**config.mk**
```make
export PLATFORM = sky130hd
export DESIGN_NAME = blocking_cache
export DESIGN_NICKNAME = d
export VERILOG_FILES = /design/src/logic/cache_pkg.sv /design/src/logic/cache_ctrl.sv /design/src/logic/cache_dpath.sv /design/src/logic/blocking_cache.sv
export VERILOG_INCLUDE_DIRS = /design/src /design/src/include
export SDC_FILE = /design/constraint.sdc
export NUM_CORES = 2
export LEC_CHECK = 0
export BUFFER_PORTS_ARGS = -buffer_cell sky130_fd_sc_hd__buf_2
export CAP_MARGIN = 40
export CORE_UTILIZATION = 30
export DETAILED_ROUTE_END_ITERATION = 7
export GPL_ROUTABILITY_DRIVEN = 1
export SETUP_SLACK_MARGIN = 0.5
export SYNTH_ARGS = -nofsm -noshare
export SYNTH_HDL_FRONTEND = slang
export SYNTH_SLANG_ARGS = --single-unit
```
**constraint.sdc**
```tcl
create_clock -name clk -period 22.4 [get_ports clk]
set_input_delay 2.24 -clock clk [delete_from_list [all_inputs] [get_ports clk]]
set_output_delay 2.24 -clock clk [all_outputs]
set_load 0.01 [all_outputs]
```
**src/include/cache_defines.svh**
```systemverilog
// Geometry and sizing constants for the blocking cache and its backing memory.
// Include this file wherever a width or size is needed.
`ifndef CACHE_DEFINES_SVH
`define CACHE_DEFINES_SVH

// Processor side
`define CACHE_ADDR_W    32
`define CACHE_DATA_W    32
`define CACHE_OPQ_W     8

// Cache geometry of 8 sets by 2 ways with 16-byte lines
`define CACHE_LINE_W    128
`define CACHE_NUM_SETS  8
`define CACHE_IDX_W     3
`define CACHE_OFS_W     4
`define CACHE_TAG_W     25

// Backing memory
`define MEM_NUM_LINES   64
`define MEM_LATENCY     2

`endif

```
**src/logic/cache_pkg.sv**
```systemverilog
// Message, state and control types shared by the cache, its controller and datapath,
// and the backing memory.
`default_nettype none

`include "cache_defines.svh"

package cache_pkg;

  typedef enum logic [1:0] {
    req_read  = 2'd0,
    req_write = 2'd1,
    req_init  = 2'd2
  } req_type_e;

  // Processor side messages
  typedef struct packed {
    logic [`CACHE_OPQ_W-1:0]  opaque;
    req_type_e                req_type;
    logic                     domain;
    logic [`CACHE_ADDR_W-1:0] addr;
    logic [`CACHE_DATA_W-1:0] data;
  } cache_req_t;

  typedef struct packed {
    logic [`CACHE_OPQ_W-1:0]  opaque;
    req_type_e                req_type;
    logic                     hit;
    logic [`CACHE_DATA_W-1:0] data;
  } cache_resp_t;

  // Memory side messages carry one full line
  typedef struct packed {
    logic                                 write;
    logic [`CACHE_ADDR_W-`CACHE_OFS_W-1:0] addr;
    logic [`CACHE_LINE_W-1:0]             data;
  } mem_req_t;

  typedef struct packed {
    logic [`CACHE_LINE_W-1:0] data;
  } mem_resp_t;

  typedef enum logic [2:0] {
    st_idle,
    st_tag_check,
    st_evict_req,
    st_evict_wait,
    st_refill_req,
    st_refill_wait,
    st_access,
    st_resp
  } ctrl_state_e;

  // Controller to datapath
  typedef struct packed {
    logic req_en;
    logic refill_en;
    logic way_sel;
    logic tag_wen;
    logic data_wen;
    logic word_wen;
    logic dirty_set;
    logic dirty_clr;
    logic lru_update;
    logic evict_addr_sel;
  } ctrl_t;

  // Datapath to controller
  typedef struct packed {
    req_type_e req_type;
    logic      hit_way0;
    logic      hit_way1;
    logic      victim_way;
    logic      victim_dirty;
    logic      victim_valid;
  } status_t;

endpackage

`default_nettype wire

```
**src/logic/cache_ctrl.sv**
```systemverilog
// Blocking cache controller. Walks each request through tag check, optional
// writeback and refill, array update and response, driving all handshakes.
`timescale 1ns/1ns
`default_nettype none

module cache_ctrl (
  input  logic                clk,
  input  logic                arst_n,
  input  logic                cachereq_val,
  output logic                cachereq_rdy,
  output logic                cacheresp_val,
  input  logic                cacheresp_rdy,
  output logic                memreq_val,
  input  logic                memreq_rdy,
  input  logic                memresp_val,
  output logic                memresp_rdy,
  output cache_pkg::ctrl_t    ctrl,
  input  cache_pkg::status_t  status,
  output logic                mem_write
);
  import cache_pkg::*;

  ctrl_state_e state_q;
  ctrl_state_e state_d;
  logic        way_q;
  logic        miss_q;
  logic        hit;
  logic        chk_way;
  logic        write_like;

  // A hit needs both tag and domain to match
  assign hit        = status.hit_way0 | status.hit_way1;
  assign chk_way    = hit ? status.hit_way1 : status.victim_way;
  assign write_like = (status.req_type != req_read);

  //----------------------------------------------------------------------
  // State register
  //----------------------------------------------------------------------

  always_ff @(posedge clk or negedge arst_n) begin
    if (!arst_n) begin
      state_q <= st_idle;
      way_q   <= 1'b0;
      miss_q  <= 1'b0;
    end else begin
      state_q <= state_d;
      // Way and outcome are fixed for the rest of the request
      if (state_q == st_tag_check) begin
        way_q  <= chk_way;
        miss_q <= !hit;
      end
    end
  end

  //----------------------------------------------------------------------
  // Next state
  //----------------------------------------------------------------------

  always_comb begin
    state_d = state_q;
    case (state_q)
      st_idle: begin
        if (cachereq_val) state_d = st_tag_check;
      end
      st_tag_check: begin
        if (hit) begin
          state_d = st_access;
        end else if (status.victim_valid && status.victim_dirty) begin
          state_d = st_evict_req;
        end else if (status.req_type == req_init) begin
          state_d = st_access;
        end else begin
          state_d = st_refill_req;
        end
      end
      st_evict_req: begin
        if (memreq_rdy) state_d = st_evict_wait;
      end
      st_evict_wait: begin
        // Init allocates without fetching the line
        if (memresp_val) begin
          state_d = (status.req_type == req_init) ? st_access : st_refill_req;
        end
      end
      st_refill_req: begin
        if (memreq_rdy) state_d = st_refill_wait;
      end
      st_refill_wait: begin
        if (memresp_val) state_d = st_access;
      end
      st_access: begin
        state_d = st_resp;
      end
      st_resp: begin
        if (cacheresp_rdy) state_d = st_idle;
      end
      default: begin
        state_d = st_idle;
      end
    endcase
  end

  //----------------------------------------------------------------------
  // Outputs per state
  //----------------------------------------------------------------------

  always_comb begin
    ctrl          = '0;
    ctrl.way_sel  = way_q;
    cachereq_rdy  = 1'b0;
    cacheresp_val = 1'b0;
    memreq_val    = 1'b0;
    memresp_rdy   = 1'b0;
    case (state_q)
      st_idle: begin
        cachereq_rdy = 1'b1;
        ctrl.req_en  = cachereq_val;
      end
      st_evict_req: begin
        memreq_val          = 1'b1;
        ctrl.evict_addr_sel = 1'b1;
      end
      st_evict_wait: begin
        memresp_rdy = 1'b1;
      end
      st_refill_req: begin
        memreq_val = 1'b1;
      end
      st_refill_wait: begin
        memresp_rdy    = 1'b1;
        ctrl.refill_en = memresp_val;
      end
      st_access: begin
        // Allocation rewrites tag and line while stores merge in the word
        ctrl.data_wen   = miss_q | write_like;
        ctrl.word_wen   = write_like;
        ctrl.tag_wen    = miss_q;
        ctrl.dirty_set  = write_like;
        ctrl.dirty_clr  = miss_q;
        ctrl.lru_update = 1'b1;
      end
      st_resp: begin
        cacheresp_val = 1'b1;
      end
      default: ;
    endcase
  end

  // Only writebacks go out as memory writes
  assign mem_write = (state_q == st_evict_req);

endmodule

`default_nettype wire

```
**src/logic/cache_dpath.sv**
```systemverilog
// Blocking cache datapath. Holds the tag, domain, valid, dirty and LRU state
// with the data array, and formats the response and memory request fields.
`timescale 1ns/1ns
`default_nettype none

`include "cache_defines.svh"

module cache_dpath (
  input  logic                                  clk,
  input  logic                                  arst_n,
  input  cache_pkg::cache_req_t                 cachereq,
  output cache_pkg::cache_resp_t                cacheresp,
  output logic [`CACHE_ADDR_W-`CACHE_OFS_W-1:0] memreq_addr,
  output logic [`CACHE_LINE_W-1:0]              memreq_data,
  input  cache_pkg::mem_resp_t                  memresp,
  input  cache_pkg::ctrl_t                      ctrl,
  output cache_pkg::status_t                    status
);
  import cache_pkg::*;

  localparam int word_sel_w = `CACHE_OFS_W - 2;

  cache_req_t                      req_q;
  logic [`CACHE_TAG_W-1:0]         req_tag;
  logic [`CACHE_IDX_W-1:0]         req_idx;
  logic [word_sel_w-1:0]           req_word;

  // Per-way arrays
  logic [`CACHE_TAG_W-1:0]         tag_array  [2][`CACHE_NUM_SETS];
  logic                            dom_array  [2][`CACHE_NUM_SETS];
  logic [`CACHE_LINE_W-1:0]        data_array [2][`CACHE_NUM_SETS];
  logic [1:0][`CACHE_NUM_SETS-1:0] valid_q;
  logic [1:0][`CACHE_NUM_SETS-1:0] dirty_q;
  logic [`CACHE_NUM_SETS-1:0]      lru_q;

  logic [1:0]                      tag_match;
  logic [1:0]                      hit_way;
  logic                            victim_way;
  logic [`CACHE_LINE_W-1:0]        refill_q;
  logic [`CACHE_LINE_W-1:0]        line_rd;
  logic [`CACHE_LINE_W-1:0]        line_base;
  logic [`CACHE_LINE_W-1:0]        line_wr;
  logic                            chk_q;
  logic                            hit_q;

  assign req_tag  = req_q.addr[`CACHE_ADDR_W-1 -: `CACHE_TAG_W];
  assign req_idx  = req_q.addr[`CACHE_OFS_W +: `CACHE_IDX_W];
  assign req_word = req_q.addr[`CACHE_OFS_W-1:2];

  //----------------------------------------------------------------------
  // Tag check
  //----------------------------------------------------------------------

  always_comb begin
    for (int w = 0; w < 2; w++) begin
      tag_match[w] = valid_q[w][req_idx] && (tag_array[w][req_idx] == req_tag);
      hit_way[w]   = tag_match[w] && (dom_array[w][req_idx] == req_q.domain);
    end
  end

  // A resident tag of the other domain is the victim, so no address lives twice
  always_comb begin
    if (tag_match[0]) begin
      victim_way = 1'b0;
    end else if (tag_match[1]) begin
      victim_way = 1'b1;
    end else begin
      victim_way = lru_q[req_idx];
    end
  end

  assign status.req_type     = req_q.req_type;
  assign status.hit_way0     = hit_way[0];
  assign status.hit_way1     = hit_way[1];
  assign status.victim_way   = victim_way;
  assign status.victim_dirty = dirty_q[victim_way][req_idx];
  assign status.victim_valid = valid_q[victim_way][req_idx];

  //----------------------------------------------------------------------
  // Line merge and array writes
  //----------------------------------------------------------------------

  assign line_rd   = data_array[ctrl.way_sel][req_idx];
  assign line_base = ctrl.tag_wen ? refill_q : line_rd;

  always_comb begin
    line_wr = line_base;
    if (ctrl.word_wen) begin
      line_wr[req_word*`CACHE_DATA_W +: `CACHE_DATA_W] = req_q.data;
    end
  end

  always_ff @(posedge clk) begin
    if (ctrl.req_en) req_q <= cachereq;
    // Zero line for an init that allocates without refill
    if (ctrl.refill_en) begin
      refill_q <= memresp.data;
    end else if (ctrl.req_en) begin
      refill_q <= '0;
    end
    if (ctrl.data_wen) data_array[ctrl.way_sel][req_idx] <= line_wr;
    if (ctrl.tag_wen) begin
      tag_array[ctrl.way_sel][req_idx] <= req_tag;
      dom_array[ctrl.way_sel][req_idx] <= req_q.domain;
    end
  end

  always_ff @(posedge clk or negedge arst_n) begin
    if (!arst_n) begin
      valid_q <= '0;
      dirty_q <= '0;
      lru_q   <= '0;
      chk_q   <= 1'b0;
      hit_q   <= 1'b0;
    end else begin
      // Tag check is always the cycle after the request is loaded
      chk_q <= ctrl.req_en;
      if (chk_q) hit_q <= |hit_way;
      if (ctrl.tag_wen) valid_q[ctrl.way_sel][req_idx] <= 1'b1;
      if (ctrl.dirty_set) begin
        dirty_q[ctrl.way_sel][req_idx] <= 1'b1;
      end else if (ctrl.dirty_clr) begin
        dirty_q[ctrl.way_sel][req_idx] <= 1'b0;
      end
      // LRU bit names the way to replace next
      if (ctrl.lru_update) lru_q[req_idx] <= !ctrl.way_sel;
    end
  end

  //----------------------------------------------------------------------
  // Messages
  //----------------------------------------------------------------------

  assign cacheresp.opaque   = req_q.opaque;
  assign cacheresp.req_type = req_q.req_type;
  assign cacheresp.hit      = hit_q;
  assign cacheresp.data     = (req_q.req_type == req_read) ?
                              line_rd[req_word*`CACHE_DATA_W +: `CACHE_DATA_W] : '0;

  assign memreq_addr = ctrl.evict_addr_sel ? {tag_array[ctrl.way_sel][req_idx], req_idx}
                                           : req_q.addr[`CACHE_ADDR_W-1:`CACHE_OFS_W];
  assign memreq_data = line_rd;

endmodule

`default_nettype wire

```
**src/logic/blocking_cache.sv**
```systemverilog
// Two-way blocking data cache with a domain bit per line. Joins the controller
// and datapath and presents word-wide processor and line-wide memory ports.
`timescale 1ns/1ns
`default_nettype none

`include "cache_defines.svh"

module blocking_cache (
  input  logic                   clk,
  input  logic                   arst_n,
  input  cache_pkg::cache_req_t  cachereq,
  input  logic                   cachereq_val,
  output logic                   cachereq_rdy,
  output cache_pkg::cache_resp_t cacheresp,
  output logic                   cacheresp_val,
  input  logic                   cacheresp_rdy,
  output cache_pkg::mem_req_t    memreq,
  output logic                   memreq_val,
  input  logic                   memreq_rdy,
  input  cache_pkg::mem_resp_t   memresp,
  input  logic                   memresp_val,
  output logic                   memresp_rdy
);
  import cache_pkg::*;

  ctrl_t                                 ctrl;
  status_t                               status;
  logic                                  mem_write;
  logic [`CACHE_ADDR_W-`CACHE_OFS_W-1:0] memreq_addr;
  logic [`CACHE_LINE_W-1:0]              memreq_data;

  // Handshakes

  cache_ctrl i_cache_ctrl (
    .clk           (clk),
    .arst_n        (arst_n),
    .cachereq_val  (cachereq_val),
    .cachereq_rdy  (cachereq_rdy),
    .cacheresp_val (cacheresp_val),
    .cacheresp_rdy (cacheresp_rdy),
    .memreq_val    (memreq_val),
    .memreq_rdy    (memreq_rdy),
    .memresp_val   (memresp_val),
    .memresp_rdy   (memresp_rdy),
    .ctrl          (ctrl),
    .status        (status),
    .mem_write     (mem_write)
  );

  // Messages

  cache_dpath i_cache_dpath (
    .clk         (clk),
    .arst_n      (arst_n),
    .cachereq    (cachereq),
    .cacheresp   (cacheresp),
    .memreq_addr (memreq_addr),
    .memreq_data (memreq_data),
    .memresp     (memresp),
    .ctrl        (ctrl),
    .status      (status)
  );

  assign memreq = '{write: mem_write, addr: memreq_addr, data: memreq_data};

endmodule

`default_nettype wire

```
* Word level (Yosys, flattened, before mapping) *
Memory sizes are Yosys's and may differ from the RTL's.
Cells that the tools add are included.

word-level totals
  register bits = 250
  latch bits = 0
  bits in writable memories = 2464
  memory bits (read-only) = 0
  input bits = 209
  output and inout bits = 204
  word-level logic and storage cells = 152
  memories = 3

operators by class
  add/subtract/negate cells = 1
  multipliers = 0
  divide/modulo/power cells = 0
  magnitude comparators = 7
  eq/ne operators = 18
  shift operators = 3
  multiplexer cells = 78
  bitwise gates (word level) = 7
  reductions and logical operators = 19

memories
  name                      words  bits a word  rd ports  clocked after Yosys merged registers in  write ports  line               RTL
  i_cache_dpath.data_array  2      1024         1         0                                        1            cache_dpath.sv:31  logic [`CACHE_LINE_W-1:0] data_array [2][`CACHE_NUM_SETS];
  i_cache_dpath.tag_array   2      200          3         0                                        1            cache_dpath.sv:29  logic [`CACHE_TAG_W-1:0] tag_array [2][`CACHE_NUM_SETS];
  i_cache_dpath.dom_array   2      8            2         0                                        1            cache_dpath.sv:30  logic dom_array [2][`CACHE_NUM_SETS];

operator list
  cell                                                                       number
  1024-bit two-way mux                                                       1
  128-bit two-way mux                                                        7
  128-bit binary-select mux with 3-bit select                                1
  128-bit demux with 3-bit select                                            1
  25-bit binary-select mux with 3-bit select                                 3
  200-bit two-way mux                                                        1
  25-bit two-way mux                                                         7
  128-bit bitwise mux                                                        1
  32-bit by 34-bit variable shift with 128-bit output, first input constant  1
  128-bit by 8-bit variable part select with 32-bit output                   1
  32-bit by 34-bit variable part select with 128-bit output                  1
  25-bit demux with 3-bit select                                             1
  25-bit equality test                                                       2
  8-bit two-way mux                                                          6
  7-bit negator with 34-bit output                                           1
  16-bit two-way mux                                                         2
  32-bit two-way mux                                                         1
  16-bit bitwise OR                                                          2
  28-bit two-way mux                                                         1
  3-bit two-way mux                                                          8
  3-bit case mux with 8 select lines                                         1
  1-bit two-way mux                                                          23
  1-bit binary-select mux with 3-bit select                                  7
  16-bit bitwise AND                                                         1
  27 further kinds                                                           52

* Logic depth before layout (Yosys ltp) *
  word-level depth = 16
  mapped depth = 17
  gate-level depth less buffers = 12

* By module *
From an unflattened synthesis, not the netlist that was laid out.

unflattened totals
  cells, all modules = 6181
  area, all modules = 109904.2 um^2

by module, submodules not included
  module          times used  cells each  area each (um^2)  sequential area each (um^2)
  cache_dpath     1           6123        109432.5          81077.8
  cache_ctrl      1           57          464.2             125.1
  blocking_cache  1           1           7.5               0.0

* Least setup slack after synthesis *
Ideal clock, no wire load.

  kind = register -> register
  start point = register i_cache_dpath.req_q, in the netlist i_cache_dpath.req_idx[1]
  end point = register (tool-made name)
  library setup time = 0.110 ns
  arrival time = 12.243 ns
  data required time = 22.290 ns
  slack = 10.048 ns
  stages on the path, launching flop included = 11
  buffers on the path = 7
  period minus slack after synthesis = 12.352 ns
  cells stage by stage = edfxtp_1 > buf_2 > buf_1 > buf_1 > buf_1 > nand2_1 > clkbuf_1 > clkbuf_1 > clkbuf_1 > nor3_1 > mux2_2

RTL lines
  item                      line               RTL
  start: declaration        cache_dpath.sv:23  cache_req_t req_q;
  start signal: assignment  cache_dpath.sv:94  if (ctrl.req_en) req_q <= cachereq;

==> flow_summary_export.csv <==
group,metric,value,unit
yosys,yosysWarningCount,0,
critical_path,cp_data_arrival_time,6.27,ns
timing,min_period,8.51,ns
yosys,ys_ff_latch,2712,
placed_design,gp_congestion,0.824,
global_route,overflow,0,
floorplanning,die_h,606,um
global_route,grt_antenna_before_repair,38,
timing,fin_tns_setup,0,ns
floorplanning,die_w,606,um
yosys,synth_fp_nets,6401,
placed_design,place_hpwl,215000,um
critical_path,critPathRequiredTime,20.16,ns
cts,cts_hold_buf,0,
cts,cts_root_buffer,"clkbuf_16",
yosys,syn_area,110000,um^2
worst_hold_path,min-delay-path-class,"flip-flop to flip-flop",
yosys,synthFlopType,"edfxtp_1",
yosys,synth_top_area_cell,"edfxtp_1",
cells_and_area,seqCellArea,81200,um^2
power_and_ir_drop,p_leak,42.0,nW
floorplanning,start_util,0.302,
cts,cts.sinks,2712,
cells_and_area,area_growth,17.1,%
cells_and_area,finish.utilization,0.354,
cts,post_cts_buffers,0,
global_route,grt_start_max_net_pins,143,
route,ant_nets,0,
timing,slew_headroom,0.279,
floorplanning,coreArea,363000,um^2
route,drt-pass1-iter-count,6,
timing,max_freq,117,MHz
power_and_ir_drop,comb_power_share,0.225,
cells_and_area,drive_above_1_share,0.243,
route,first_iter_violations,8551,
cts,cts.clk_slew.worst_paths,0.06,ns
timing,grt_setup_unrepaired,"false",
power_and_ir_drop,seqPwrFrac,0.458,
route,wl_per_cell,30.7,um
timing,clock-skew-final,0.113,ns
route,avgViaCountPerCell,5.39,
critical_path,crit_fanout,101,
yosys,synth_edf_count,2665,
placed_design,numPortBuffers,410,
timing,setup_viol,0,
run_status,status,"complete, no violations",
floorplanning,dieArea,367000,um^2
critical_path,worstSetupPathType,"flip-flop to output port",
cells_and_area,final_cell_mix,"2,665 x edfxtp_1, 565 x mux2i_1, 442 x buf_2, 422 x mux4_2, 362 x nor2_1",
critical_path,rr_worst_depth,15,
critical_path,crit_path_end_kind,"output port",
route,drc,0,
power_and_ir_drop,swShare,0.291,
global_route,grt_first_pass_wirelength,497000,um
cells_and_area,multi_input_area,26500,um^2
cells_and_area,final_common_cell,"edfxtp_1",
cts,numCtsBuffers,277,
cts,cts_resized,0,
cts,cts_tree,"yes",
power_and_ir_drop,switchingPower,4.10,mW
cells_and_area,nFillCells,33900,
power_and_ir_drop,ir_drop,87.7,uV
cts,clk_latency,0.88,ns
yosys,ys_async_sr_fraction,0.0173,
power_and_ir_drop,internal_power,9.99,mW
floorplanning,row_count,221,
timing,post-route-period-util,0.380,
yosys,synth.area.top_cells,"edfxtp_1 73%, mux4_2 8.7%, mux2i_1 5.2%, o22ai_1 1.5%, nor2_1 1.3%",
yosys,ys_seq_area_frac,0.741,
run,cap_violations,0,
worst_hold_path,hold-path-cell-count,1,
route,finalWirelength,365000,um
timing,maxSlewViolCount,0,
route,vias,64000,
critical_path,r2r_start,"i_cache_dpath.req_idx[2]$_DFFE_PP_",
critical_path,worstSetupStartpoint,"i_cache_dpath.req_idx[2]$_DFFE_PP_",
worst_hold_path,worstHoldStart,"i_cache_dpath.chk_q$_DFF_PN0_",
yosys,synth.distinct_cells,75,
yosys,synth_cells,6187,
yosys,synth_top_area_share,0.731,
cells_and_area,final_nets,7065,
power_and_ir_drop,power.clock.fraction,0.317,
global_route,grt_pass1_vias,62200,
cts,clk_path_buf_depth,4,
timing,tightest_slew,1.08,ns
critical_path,critPathLaunchType,"flip-flop",
timing,hold_violations,0,
cts,cts_max_level,5,
global_route,grt_usage,0.193,
power_and_ir_drop,power_density,110,nW/um^2
floorplanning,ios,413,
yosys,avgSynthCellArea,17.7,um^2
-- cells by family after synthesis --
kind of cell,after synthesis,share of synthesized area
AOI/OAI and AO/OA,877,0.0494
xor gates and xnor gates,42,0.00336
adders and majority gates,5,0.000571
buffers and inverters,540,0.0203
DFF,2712,0.741
muxes,1039,0.144
and+or+nand+nor,972,0.0410
-- worst max-delay path: stages (launching register included) --
cell and delay (ns):
edfxtp_1 0.42, buf_12 0.22, buf_4 0.56, nor2b_4 0.37, nand2_4 0.44, buf_4 0.54
buf_4 0.42, o22ai_1 0.14, a211oi_1 0.43, nand2_1 0.40, nor2_1 0.19, a21oi_1 0.05
a21oi_1 0.70, nor2_1 0.09, buf_2 0.17
-- per-stage QoR --
| step | hold slack [ns] | total power, mW | instance area [um^2] | std cells | setup WS [ns] |
|---|---|---|---|---|---|
| global route | 0.429 | 14.5 | 128000 | 11900 | 13.65 |
| global placement | 0.448 | 9.60 | 119000 | 11300 | 14.38 |
| detailed placement | 0.442 | 9.74 | 120000 | 11400 | 14.79 |
| CTS | 0.403 | 14.1 | 128000 | 11800 | 13.91 |
| finish | 0.402 | 14.1 | 128000 | 11900 | 13.89 |
| floorplan | 0.427 | 8.38 | 110000 | 6187 | 10.05 |
-- state kept, by name, summed over array words and instances, names as in the netlist, named ones only --
| register | cells |
|---|---|
| i_cache_dpath.data_array | 2048 |
| i_cache_dpath.tag_array | 400 |
| i_cache_dpath.refill_q | 128 |
| i_cache_dpath.req_q | 60 |
| i_cache_dpath.dom_array | 16 |
| i_cache_dpath.valid_q | 16 |
| i_cache_dpath.cacheresp | 10 |
| i_cache_dpath.lru_q | 8 |
| i_cache_ctrl.state_q | 3 |
| i_cache_dpath.req_idx | 3 |
| i_cache_ctrl.miss_q | 1 |
| i_cache_ctrl.way_q | 1 |
| i_cache_dpath.chk_q | 1 |
| i_cache_dpath.hit_q | 1 |
-- Yosys cell counts, types with 8 or more instances --
cell type and number:
nand2b_1 14, o31ai_1 8, nor2b_1 22, nand3_1 54
and3_1 8, and2_1 132, a21oi_1 233, inv_1 139
a211oi_1 26, a22oi_1 18, buf_2 27, or3_1 20
nor3_1 41, dfrtp_1 47, mux4_2 422, mux2i_1 565
nand2_1 244, a31oi_1 8, buf_1 80, edfxtp_1 2665
a211o_1 33, o21ai_0 184, buf_4 19, nor4b_1 11
a221oi_1 63, o22a_1 8, mux2_2 48, xnor2_1 33
or2_2 16, o22ai_1 255, nor2_1 381, clkbuf_1 261
xor2_1 9
-- per-layer routing --
metal / share of wire / wire (um) / track usage / up-vias
li1: - / - / - / 26000
met1: 0.38 / 139000 / 0.255 / 33600
met2: 0.47 / 172000 / 0.310 / 3799
met3: 0.10 / 37300 / 0.0378 / 588
met4: 0.044 / 16000 / 0.0833 / 10
met5: 0.00019 / 70 / 0 / -
-- cell type report --
cell class / instances / area share
tap: 4794 / 0.0468
clock inverter: 129 / 0.00883
inverter: 144 / 0.00425
clock buffer: 352 / 0.0578
sequential: 2712 / 0.633
timing repair buffer: 781 / 0.0420
antenna: 29 / 0.000566
multi-input combinational: 2935 / 0.207
-- worst paths after layout --
| check | slack (ns) | endpoint |
|---|---|---|
| min | 0.40 | i_cache_dpath.hit_q$_DFFE_PN0P_ |
| min reg2reg | 0.40 | i_cache_dpath.hit_q$_DFFE_PN0P_ |
| max in group asynchronous | 20.30 | i_cache_ctrl.way_q$_DFFE_PN0P_ |
| max reg2reg | 15.42 | i_cache_ctrl.state_q[2]$_DFFE_PN0P_ |
| max | 13.89 | cacheresp[16] |
| min in group asynchronous | 1.56 | i_cache_dpath.valid_q[11]$_DFFE_PN0P_ |
-- power by group through the flow --
stage | Sequential, mW | Clock (mW) | Combinational [mW]
2_1_floorplan | 6.52 | 0 | 1.86
3_3_place_gp | 6.56 | 0 | 3.04
3_5_place_dp | 6.56 | 0 | 3.18
4_1_cts | 6.45 | 4.51 | 3.19
5_1_grt | 6.47 | 4.70 | 3.36
6_report | 6.45 | 4.46 | 3.17
Power figures use the tool's default switching activity.
